## src/core_pkg.sv

```systemverilog
package core_pkg;

    // register value and address widths
    localparam int REG_DATA_WIDTH = 32;
    localparam int ADDR_WIDTH = 32;

    // architectural register numbering
    localparam int ARF_ID_WIDTH = 5;
    localparam int N_ARF_REGS = 1 << ARF_ID_WIDTH;

    typedef logic [REG_DATA_WIDTH-1:0] reg_data_t;
    typedef logic [ADDR_WIDTH-1:0] addr_t;
    typedef logic [ARF_ID_WIDTH-1:0] arf_id_t;

    // one reorder buffer entry
    typedef struct packed {
        // instruction writes a register
        logic dst_valid;
        arf_id_t dst_arf_id;
        // dispatch pc, overwritten by the branch target at alu writeback
        addr_t pc_npc;
        logic br_mispred;
        // value produced or woken up, consumers may read it
        logic reg_ready;
        // instruction finished, eligible for retire at the head
        logic is_executed;
        reg_data_t reg_data;
    } rob_entry_t;

endpackage

```

## src/rob_ram.sv

```systemverilog
module rob_ram #(
    parameter int ROB_DEPTH = 8,
    localparam int ID_W = $clog2(ROB_DEPTH)
) (
    input logic clk,
    input logic rst_n,

    // enqueue at the tail
    input logic enq_valid,
    output logic enq_ready,
    input core_pkg::rob_entry_t enq_data,
    output logic [ID_W-1:0] enq_id,

    // dequeue at the head
    output logic deq_valid,
    input logic deq_take,
    output core_pkg::rob_entry_t deq_data,
    output logic [ID_W-1:0] deq_id,

    // random read ports
    input logic [ID_W-1:0] rd_id1,
    input logic [ID_W-1:0] rd_id2,
    output core_pkg::rob_entry_t rd_data1,
    output core_pkg::rob_entry_t rd_data2,

    // random write ports, port 3 has the highest priority
    input logic [2:0] wr_en,
    input logic [ID_W-1:0] wr_id1,
    input logic [ID_W-1:0] wr_id2,
    input logic [ID_W-1:0] wr_id3,
    input core_pkg::rob_entry_t wr_data1,
    input core_pkg::rob_entry_t wr_data2,
    input core_pkg::rob_entry_t wr_data3,

    output core_pkg::rob_entry_t [ROB_DEPTH-1:0] entries,
    input logic flush
);

    // pointers carry one extra wrap bit to tell full from empty
    logic [ID_W:0] head;
    logic [ID_W:0] tail;
    core_pkg::rob_entry_t [ROB_DEPTH-1:0] mem;

    logic empty;
    logic full;
    logic enq_fire;
    logic deq_fire;

    assign empty = (head == tail);
    assign full = (head[ID_W] != tail[ID_W]) && (head[ID_W-1:0] == tail[ID_W-1:0]);

    // no enqueue while the buffer is being flushed
    assign enq_ready = !full && !flush;
    assign enq_id = tail[ID_W-1:0];
    assign enq_fire = enq_valid && enq_ready;

    assign deq_valid = !empty;
    assign deq_id = head[ID_W-1:0];
    assign deq_data = mem[head[ID_W-1:0]];
    assign deq_fire = deq_valid && deq_take;

    assign rd_data1 = mem[rd_id1];
    assign rd_data2 = mem[rd_id2];
    assign entries = mem;

    // pointer update
    always_ff @(posedge clk) begin
        if (!rst_n) begin
            head <= '0;
            tail <= '0;
        end else if (flush) begin
            // drop everything younger than the head, restart just past it
            head <= head + 1'b1;
            tail <= head + 1'b1;
        end else begin
            if (enq_fire) begin
                tail <= tail + 1'b1;
            end
            if (deq_fire) begin
                head <= head + 1'b1;
            end
        end
    end

    // entry writes, later statements override earlier ones
    always_ff @(posedge clk) begin
        if (wr_en[0]) begin
            mem[wr_id1] <= wr_data1;
        end
        if (wr_en[1]) begin
            mem[wr_id2] <= wr_data2;
        end
        if (wr_en[2]) begin
            mem[wr_id3] <= wr_data3;
        end
        // tail slot is free, never collides with a live writeback
        if (enq_fire) begin
            mem[tail[ID_W-1:0]] <= enq_data;
        end
    end

endmodule

```

## src/rob.sv

```systemverilog
module rob #(
    parameter int ROB_DEPTH = 8,
    localparam int ID_W = $clog2(ROB_DEPTH)
) (
    input logic clk,
    input logic rst_n,

    // dispatch, ready-then-valid
    input logic dispatch_valid,
    output logic dispatch_ready,
    output logic [ID_W-1:0] dispatch_rob_id,
    input logic dispatch_dst_valid,
    input core_pkg::arf_id_t dispatch_dst_arf_id,
    input core_pkg::addr_t dispatch_pc,

    // operand reads
    input logic [ID_W-1:0] src1_rob_id,
    input logic [ID_W-1:0] src2_rob_id,
    output logic src1_rob_ready,
    output core_pkg::reg_data_t src1_rob_data,
    output logic src2_rob_ready,
    output core_pkg::reg_data_t src2_rob_data,

    // integer wakeup
    input logic wakeup_valid,
    input logic [ID_W-1:0] wakeup_rob_id,

    // alu writeback
    input logic alu_wb_valid,
    input logic [ID_W-1:0] alu_wb_rob_id,
    input core_pkg::reg_data_t alu_wb_data,
    input logic alu_npc_valid,
    input logic alu_mispred,
    input core_pkg::addr_t alu_npc,

    // load writeback
    input logic ld_wb_valid,
    input logic [ID_W-1:0] ld_wb_rob_id,
    input core_pkg::reg_data_t ld_wb_data,

    // retire toward the arf and fetch
    output logic retire_valid,
    output logic retire_wb_arf_valid,
    output logic [ID_W-1:0] retire_rob_id,
    output core_pkg::arf_id_t retire_arf_id,
    output core_pkg::reg_data_t retire_reg_data,
    output logic retire_redirect_valid,
    output core_pkg::addr_t retire_redirect_pc
);

    core_pkg::rob_entry_t [ROB_DEPTH-1:0] rob_state;
    core_pkg::rob_entry_t dispatch_entry;
    core_pkg::rob_entry_t wakeup_entry;
    core_pkg::rob_entry_t alu_entry;
    core_pkg::rob_entry_t ld_entry;
    core_pkg::rob_entry_t head_entry;
    core_pkg::rob_entry_t rd_entry1;
    core_pkg::rob_entry_t rd_entry2;
    logic head_valid;

    // fresh entry, status flags clear and no data yet
    always_comb begin
        dispatch_entry = '0;
        dispatch_entry.dst_valid = dispatch_dst_valid;
        dispatch_entry.dst_arf_id = dispatch_dst_arf_id;
        dispatch_entry.pc_npc = dispatch_pc;
    end

    // each writeback merges into the current contents of its target
    always_comb begin
        wakeup_entry = rob_state[wakeup_rob_id];
        wakeup_entry.reg_ready = 1'b1;

        alu_entry = rob_state[alu_wb_rob_id];
        alu_entry.reg_data = alu_wb_data;
        alu_entry.is_executed = 1'b1;
        // branches also report their resolved target
        if (alu_npc_valid) begin
            alu_entry.pc_npc = alu_npc;
            alu_entry.br_mispred = alu_mispred;
        end

        ld_entry = rob_state[ld_wb_rob_id];
        ld_entry.reg_data = ld_wb_data;
        ld_entry.reg_ready = 1'b1;
        ld_entry.is_executed = 1'b1;
    end

    // write port order gives load over alu over wakeup
    rob_ram #(
        .ROB_DEPTH(ROB_DEPTH)
    ) rob_mem (
        .clk(clk),
        .rst_n(rst_n),
        .enq_valid(dispatch_valid),
        .enq_ready(dispatch_ready),
        .enq_data(dispatch_entry),
        .enq_id(dispatch_rob_id),
        .deq_valid(head_valid),
        .deq_take(head_entry.is_executed),
        .deq_data(head_entry),
        .deq_id(retire_rob_id),
        .rd_id1(src1_rob_id),
        .rd_id2(src2_rob_id),
        .rd_data1(rd_entry1),
        .rd_data2(rd_entry2),
        .wr_en({ld_wb_valid, alu_wb_valid, wakeup_valid}),
        .wr_id1(wakeup_rob_id),
        .wr_id2(alu_wb_rob_id),
        .wr_id3(ld_wb_rob_id),
        .wr_data1(wakeup_entry),
        .wr_data2(alu_entry),
        .wr_data3(ld_entry),
        .entries(rob_state),
        // a mispredict at the head empties the buffer
        .flush(retire_redirect_valid)
    );

    assign src1_rob_ready = rd_entry1.reg_ready;
    assign src1_rob_data = rd_entry1.reg_data;
    assign src2_rob_ready = rd_entry2.reg_ready;
    assign src2_rob_data = rd_entry2.reg_data;

    // head retires once it has executed
    assign retire_valid = head_valid && head_entry.is_executed;
    // mispredicted branches never update architectural state
    assign retire_wb_arf_valid = retire_valid && head_entry.dst_valid && !head_entry.br_mispred;
    assign retire_arf_id = head_entry.dst_arf_id;
    assign retire_reg_data = head_entry.reg_data;
    assign retire_redirect_valid = retire_valid && head_entry.br_mispred;
    assign retire_redirect_pc = head_entry.pc_npc;

endmodule

```

## src/rename_map.sv

```systemverilog
module rename_map #(
    parameter int ROB_DEPTH = 8,
    localparam int ID_W = $clog2(ROB_DEPTH)
) (
    input logic clk,
    input logic rst_n,

    // new producer at dispatch
    input logic alloc_valid,
    input core_pkg::arf_id_t alloc_arf_id,
    input logic [ID_W-1:0] alloc_rob_id,

    // producer leaving at retire
    input logic retire_valid,
    input core_pkg::arf_id_t retire_arf_id,
    input logic [ID_W-1:0] retire_rob_id,

    input logic flush,

    // source lookups
    input core_pkg::arf_id_t src1_arf_id,
    input core_pkg::arf_id_t src2_arf_id,
    output logic src1_busy,
    output logic [ID_W-1:0] src1_rob_id,
    output logic src2_busy,
    output logic [ID_W-1:0] src2_rob_id
);

    // busy marks a register whose newest value still lives in the rob
    logic [core_pkg::N_ARF_REGS-1:0] busy;
    logic [ID_W-1:0] producer [core_pkg::N_ARF_REGS];
    logic retire_match;

    // only the newest producer may clear the mapping
    assign retire_match = retire_valid && busy[retire_arf_id]
        && (producer[retire_arf_id] == retire_rob_id);

    always_ff @(posedge clk) begin
        if (!rst_n) begin
            busy <= '0;
        end else if (flush) begin
            busy <= '0;
        end else begin
            if (retire_match) begin
                busy[retire_arf_id] <= 1'b0;
            end
            // dispatch to the same register overrides the retire clear
            if (alloc_valid) begin
                busy[alloc_arf_id] <= 1'b1;
            end
        end
    end

    always_ff @(posedge clk) begin
        if (alloc_valid) begin
            producer[alloc_arf_id] <= alloc_rob_id;
        end
    end

    assign src1_busy = busy[src1_arf_id];
    assign src1_rob_id = producer[src1_arf_id];
    assign src2_busy = busy[src2_arf_id];
    assign src2_rob_id = producer[src2_arf_id];

endmodule

```

## src/arf.sv

```systemverilog
module arf (
    input logic clk,
    input logic rst_n,

    // retire write
    input logic wr_en,
    input core_pkg::arf_id_t wr_arf_id,
    input core_pkg::reg_data_t wr_data,

    // operand reads
    input core_pkg::arf_id_t rd_arf_id1,
    input core_pkg::arf_id_t rd_arf_id2,
    output core_pkg::reg_data_t rd_data1,
    output core_pkg::reg_data_t rd_data2
);

    core_pkg::reg_data_t regs [core_pkg::N_ARF_REGS];

    // committed state starts at zero
    always_ff @(posedge clk) begin
        if (!rst_n) begin
            for (int i = 0; i < core_pkg::N_ARF_REGS; i++) begin
                regs[i] <= '0;
            end
        end else if (wr_en) begin
            regs[wr_arf_id] <= wr_data;
        end
    end

    // reads see the old value during a same-cycle retire
    assign rd_data1 = regs[rd_arf_id1];
    assign rd_data2 = regs[rd_arf_id2];

endmodule

```

## src/operand_select.sv

```systemverilog
module operand_select (
    // source 1
    input logic src1_busy,
    input logic src1_rob_ready,
    input core_pkg::reg_data_t src1_rob_data,
    input core_pkg::reg_data_t src1_arf_data,

    // source 2
    input logic src2_busy,
    input logic src2_rob_ready,
    input core_pkg::reg_data_t src2_rob_data,
    input core_pkg::reg_data_t src2_arf_data,

    output logic src1_ready,
    output core_pkg::reg_data_t src1_data,
    output logic src2_ready,
    output core_pkg::reg_data_t src2_data
);

    // no pending producer, the committed value is always ready
    assign src1_ready = src1_busy ? src1_rob_ready : 1'b1;
    assign src1_data = src1_busy ? src1_rob_data : src1_arf_data;

    // same choice for the second source
    assign src2_ready = src2_busy ? src2_rob_ready : 1'b1;
    assign src2_data = src2_busy ? src2_rob_data : src2_arf_data;

endmodule

```

## src/backend_top.sv

```systemverilog
module backend_top #(
    parameter int ROB_DEPTH = 8,
    localparam int ID_W = $clog2(ROB_DEPTH)
) (
    input logic clk,
    input logic rst_n,

    // dispatch
    input logic dispatch_valid,
    output logic dispatch_ready,
    output logic [ID_W-1:0] dispatch_rob_id,
    input logic dispatch_dst_valid,
    input core_pkg::arf_id_t dispatch_dst_arf_id,
    input core_pkg::addr_t dispatch_pc,

    // writebacks
    input logic wakeup_valid,
    input logic [ID_W-1:0] wakeup_rob_id,
    input logic alu_wb_valid,
    input logic [ID_W-1:0] alu_wb_rob_id,
    input core_pkg::reg_data_t alu_wb_data,
    input logic alu_npc_valid,
    input logic alu_mispred,
    input core_pkg::addr_t alu_npc,
    input logic ld_wb_valid,
    input logic [ID_W-1:0] ld_wb_rob_id,
    input core_pkg::reg_data_t ld_wb_data,

    // retire
    output logic retire_valid,
    output logic retire_wb_arf_valid,
    output logic [ID_W-1:0] retire_rob_id,
    output core_pkg::arf_id_t retire_arf_id,
    output core_pkg::reg_data_t retire_reg_data,
    output logic retire_redirect_valid,
    output core_pkg::addr_t retire_redirect_pc,

    // operand reads
    input core_pkg::arf_id_t src1_arf_id,
    input core_pkg::arf_id_t src2_arf_id,
    output logic src1_ready,
    output core_pkg::reg_data_t src1_data,
    output logic src2_ready,
    output core_pkg::reg_data_t src2_data
);

    logic src1_busy;
    logic src2_busy;
    logic [ID_W-1:0] src1_rob_id;
    logic [ID_W-1:0] src2_rob_id;
    logic src1_rob_ready;
    logic src2_rob_ready;
    core_pkg::reg_data_t src1_rob_data;
    core_pkg::reg_data_t src2_rob_data;
    core_pkg::reg_data_t src1_arf_data;
    core_pkg::reg_data_t src2_arf_data;

    // only an accepted dispatch with a destination claims a register
    wire alloc_valid = dispatch_valid && dispatch_ready && dispatch_dst_valid;

    rename_map #(
        .ROB_DEPTH(ROB_DEPTH)
    ) rename0 (
        .clk(clk),
        .rst_n(rst_n),
        .alloc_valid(alloc_valid),
        .alloc_arf_id(dispatch_dst_arf_id),
        .alloc_rob_id(dispatch_rob_id),
        .retire_valid(retire_wb_arf_valid),
        .retire_arf_id(retire_arf_id),
        .retire_rob_id(retire_rob_id),
        .flush(retire_redirect_valid),
        .src1_arf_id(src1_arf_id),
        .src2_arf_id(src2_arf_id),
        .src1_busy(src1_busy),
        .src1_rob_id(src1_rob_id),
        .src2_busy(src2_busy),
        .src2_rob_id(src2_rob_id)
    );

    rob #(
        .ROB_DEPTH(ROB_DEPTH)
    ) rob0 (
        .clk(clk),
        .rst_n(rst_n),
        .dispatch_valid(dispatch_valid),
        .dispatch_ready(dispatch_ready),
        .dispatch_rob_id(dispatch_rob_id),
        .dispatch_dst_valid(dispatch_dst_valid),
        .dispatch_dst_arf_id(dispatch_dst_arf_id),
        .dispatch_pc(dispatch_pc),
        .src1_rob_id(src1_rob_id),
        .src2_rob_id(src2_rob_id),
        .src1_rob_ready(src1_rob_ready),
        .src1_rob_data(src1_rob_data),
        .src2_rob_ready(src2_rob_ready),
        .src2_rob_data(src2_rob_data),
        .wakeup_valid(wakeup_valid),
        .wakeup_rob_id(wakeup_rob_id),
        .alu_wb_valid(alu_wb_valid),
        .alu_wb_rob_id(alu_wb_rob_id),
        .alu_wb_data(alu_wb_data),
        .alu_npc_valid(alu_npc_valid),
        .alu_mispred(alu_mispred),
        .alu_npc(alu_npc),
        .ld_wb_valid(ld_wb_valid),
        .ld_wb_rob_id(ld_wb_rob_id),
        .ld_wb_data(ld_wb_data),
        .retire_valid(retire_valid),
        .retire_wb_arf_valid(retire_wb_arf_valid),
        .retire_rob_id(retire_rob_id),
        .retire_arf_id(retire_arf_id),
        .retire_reg_data(retire_reg_data),
        .retire_redirect_valid(retire_redirect_valid),
        .retire_redirect_pc(retire_redirect_pc)
    );

    arf arf0 (
        .clk(clk),
        .rst_n(rst_n),
        .wr_en(retire_wb_arf_valid),
        .wr_arf_id(retire_arf_id),
        .wr_data(retire_reg_data),
        .rd_arf_id1(src1_arf_id),
        .rd_arf_id2(src2_arf_id),
        .rd_data1(src1_arf_data),
        .rd_data2(src2_arf_data)
    );

    operand_select opsel0 (
        .src1_busy(src1_busy),
        .src1_rob_ready(src1_rob_ready),
        .src1_rob_data(src1_rob_data),
        .src1_arf_data(src1_arf_data),
        .src2_busy(src2_busy),
        .src2_rob_ready(src2_rob_ready),
        .src2_rob_data(src2_rob_data),
        .src2_arf_data(src2_arf_data),
        .src1_ready(src1_ready),
        .src1_data(src1_data),
        .src2_ready(src2_ready),
        .src2_data(src2_data)
    );

endmodule

```

## config.mk

```make
export PLATFORM = sky130hd
export DESIGN_NAME = backend_top
export DESIGN_NICKNAME = d
export VERILOG_FILES = /design/src/core_pkg.sv /design/src/rob_ram.sv /design/src/rob.sv /design/src/rename_map.sv /design/src/arf.sv /design/src/operand_select.sv /design/src/backend_top.sv
export SDC_FILE = /design/constraint.sdc
export NUM_CORES = 2
export LEC_CHECK = 0
export BUFFER_PORTS_ARGS = -buffer_cell sky130_fd_sc_hd__buf_2
export CORE_UTILIZATION = 36
export CTS_CLUSTER_DIAMETER = 200
export DETAILED_ROUTE_END_ITERATION = 10
export MAX_ROUTING_LAYER = met4
export SYNTH_ARGS = -nofsm -noshare
export SYNTH_HDL_FRONTEND = slang
export SYNTH_HIERARCHICAL = 1
export SYNTH_SLANG_ARGS = --single-unit
export TNS_END_PERCENT = 30
```

## constraint.sdc

```tcl
create_clock -name clk -period 6.53 [get_ports clk]
set_input_delay 0.3265 -clock clk [delete_from_list [all_inputs] [get_ports clk]]
set_output_delay 0.3265 -clock clk [all_outputs]
set_load 0.01 [all_outputs]
```

==> results.cfg <==
[global_route]
grt_overflow_total = 0
grt_max_degree = 111
antenna_found_initial = 41
grt_pass1_wl_mm = 675
grtUsageTotal_pct = 28.5
grt_pass1_vias = 94600

[clock_network]
cts_made_buffers = 204
path_clk_slew_ns = 0.06
postCtsSetupRepairBufs = 0
root_buffer = clkbuf_16
clockBufferDepth = 4
cts.htree.levels = 4
cts_tree = built
clk_latency_ns = 0.90
cts_num_sinks = 1744

[detailed_routing]
postRouteAntennaNets = 0
wire_per_inst_um = 32.4
drc = 0
avgViaCountPerCell = 6.42
first_pass_iters = 9
postRouteWirelength_mm = 477
vias = 94600
drt-initial-drc-count = 11100

[run_status]
status = finished, final reports clean

[final_layout]
syn_to_final_growth_pct = 11.1
layout_common_cells = mux2i_1, edfxtp_1, and2_1
layoutNonFillerInstCount = 14700
fin_nets = 10400
nFillCells = 31000
final_common_cell = mux2i_1
drive_gt1_share_pct = 22.8

[critical_path]
end_kind = register
cp-start-kind = register
critical_path.max_fanout = 35
path_class = reg -> reg
arrival_ns = 5.79
cp.required_ns = 7.03

[synth]
netlist_instances = 10300
syn_area_um2 = 118000
ys_warn_count = 6
avgSynthCellArea_um2 = 11.5

[die]
die_height_um = 576
die_x_um = 576
die_area_um2 = 331000
coreArea_um2 = 327000
io_pins = 306
rows = 210
start_util_pct = 36.2

[timing]
fmax_mhz = 189
post-route-period-util_pct = 81.1
relSlewSlack_pct = 15.1
tns_ns = 0
rsz0062_at_grt = no
final_hold_viol_count = 0
tightestPinTransition_ns = 1.27
period_needed_ns = 5.29
skew_ns = 0.0860
drv_slew = 0
finalSetupViolCount = 0

[power_and_ir_drop]
p_int_w = 0.0305
combPwrFrac_pct = 44.0
p_leak_nw = 51.5
seqPwrFrac_pct = 32.9
sw_frac_of_total_pct = 40.2
power.density_nw_per_um2 = 387
p_clk_share_pct = 23.1
switchingPower_w = 0.0205
peakVddDrop_uv = 425

[placed_design]
detailed_place_hpwl_mm = 286
port_buffers = 305
gp_routability_congestion = 0.922
placedCellCount = 14200

[worst_hold_path]
hp-class = in -> reg

[run]
cap_violations = 0
==> critical path: stages (launching register included) <==
cell,delay [ns]
dfxtp_4,0.89
buf_4,0.64
mux4_2,0.33
mux2_2,0.19
and3b_1,0.58
nand4b_1,0.93
buf_4,0.51
o21ai_4,0.34
buf_4,0.45
==> timing repair <==
| action | in CTS | in global routing |
|---|---|---|
| gates resized for setup | 0 | 0 |
| endpoints found under the hold margin | 325 | 0 |
| hold buffers | 106 | 0 |
==> sequential cells by signal, indices dropped and copies added (netlist names) <==
register / flops
rename0/busy: 32
rename0/producer: 96
arf0/regs: 1024
rob0/rob_mem/tail: 4
rob0/rob_mem/entries: 584
rob0/rob_mem/head: 4
==> power by group through the flow <==
| stage | Clock [W] | Combinational [W] | Sequential, W |
|---|---|---|---|
| after global routing | 0.0122 | 0.0234 | 0.0170 |
| after global placement | 0 | 0.0212 | 0.0165 |
| after floorplan | 0 | 0.0157 | 0.0157 |
| final | 0.0117 | 0.0224 | 0.0167 |
| after CTS | 0.0118 | 0.0220 | 0.0166 |
| after detailed placement | 0 | 0.0218 | 0.0168 |
==> metrics by stage <==
stage / utilization (%) / setup WS (ns) / total power, W / cell area (um2) / hold WS (ns)
floorplan: - / 0.897 / 0.0314 / 119000 / 0.449
global placement: 37.8 / 1.36 / 0.0377 / 124000 / 0.474
detailed placement: 37.8 / 1.32 / 0.0386 / 124000 / 0.489
CTS: 40.1 / 1.19 / 0.0503 / 131000 / 0.000133
global route: 40.2 / 1.07 / 0.0525 / 132000 / 0.0161
finish: 40.2 / 1.24 / 0.0509 / 132000 / 0.0211
==> final timing paths <==
kind                                          start                                 to  slack [ns]  cells past startpoint
setup reg to reg  rob0/rob_mem/head[0]$_SDFFE_PN0P_    arf0/regs[10][24]$_SDFFCE_PN0P_        1.24                      8
hold / removal                           alu_npc[5]  rob0/rob_mem/entries[551]$_DFF_P_        0.02                      6
setup / recovery  rob0/rob_mem/head[0]$_SDFFE_PN0P_    arf0/regs[10][24]$_SDFFCE_PN0P_        1.24                      8
hold reg to reg          rename0/busy[8]$_SDFF_PP0_         rename0/busy[8]$_SDFF_PP0_        0.50                      2
==> cell type report <==
class,instances,area [um2],area share (%)
timing repair buffer,664,4950,3.77
antenna,37,92.6,0.0704
sequential,1744,46100,35.1
clock buffer,261,5490,4.17
multi-input combinational,7498,68000,51.7
clock inverter,92,1040,0.790
inverter,103,387,0.294
tap,4346,5440,4.13
==> metal layers <==
| layer | vias up | wire length [um] | global-route usage [%] |
|---|---|---|---|
| met5 | - | 0 | - |
| met4 | 0 | 28900 | 15.3 |
| met3 | 1730 | 48700 | 6.10 |
| met2 | 6234 | 223000 | 45.4 |
| met1 | 47800 | 177000 | 33.7 |
| li1 | 38900 | - | - |
Power figures use the tool's default switching activity.
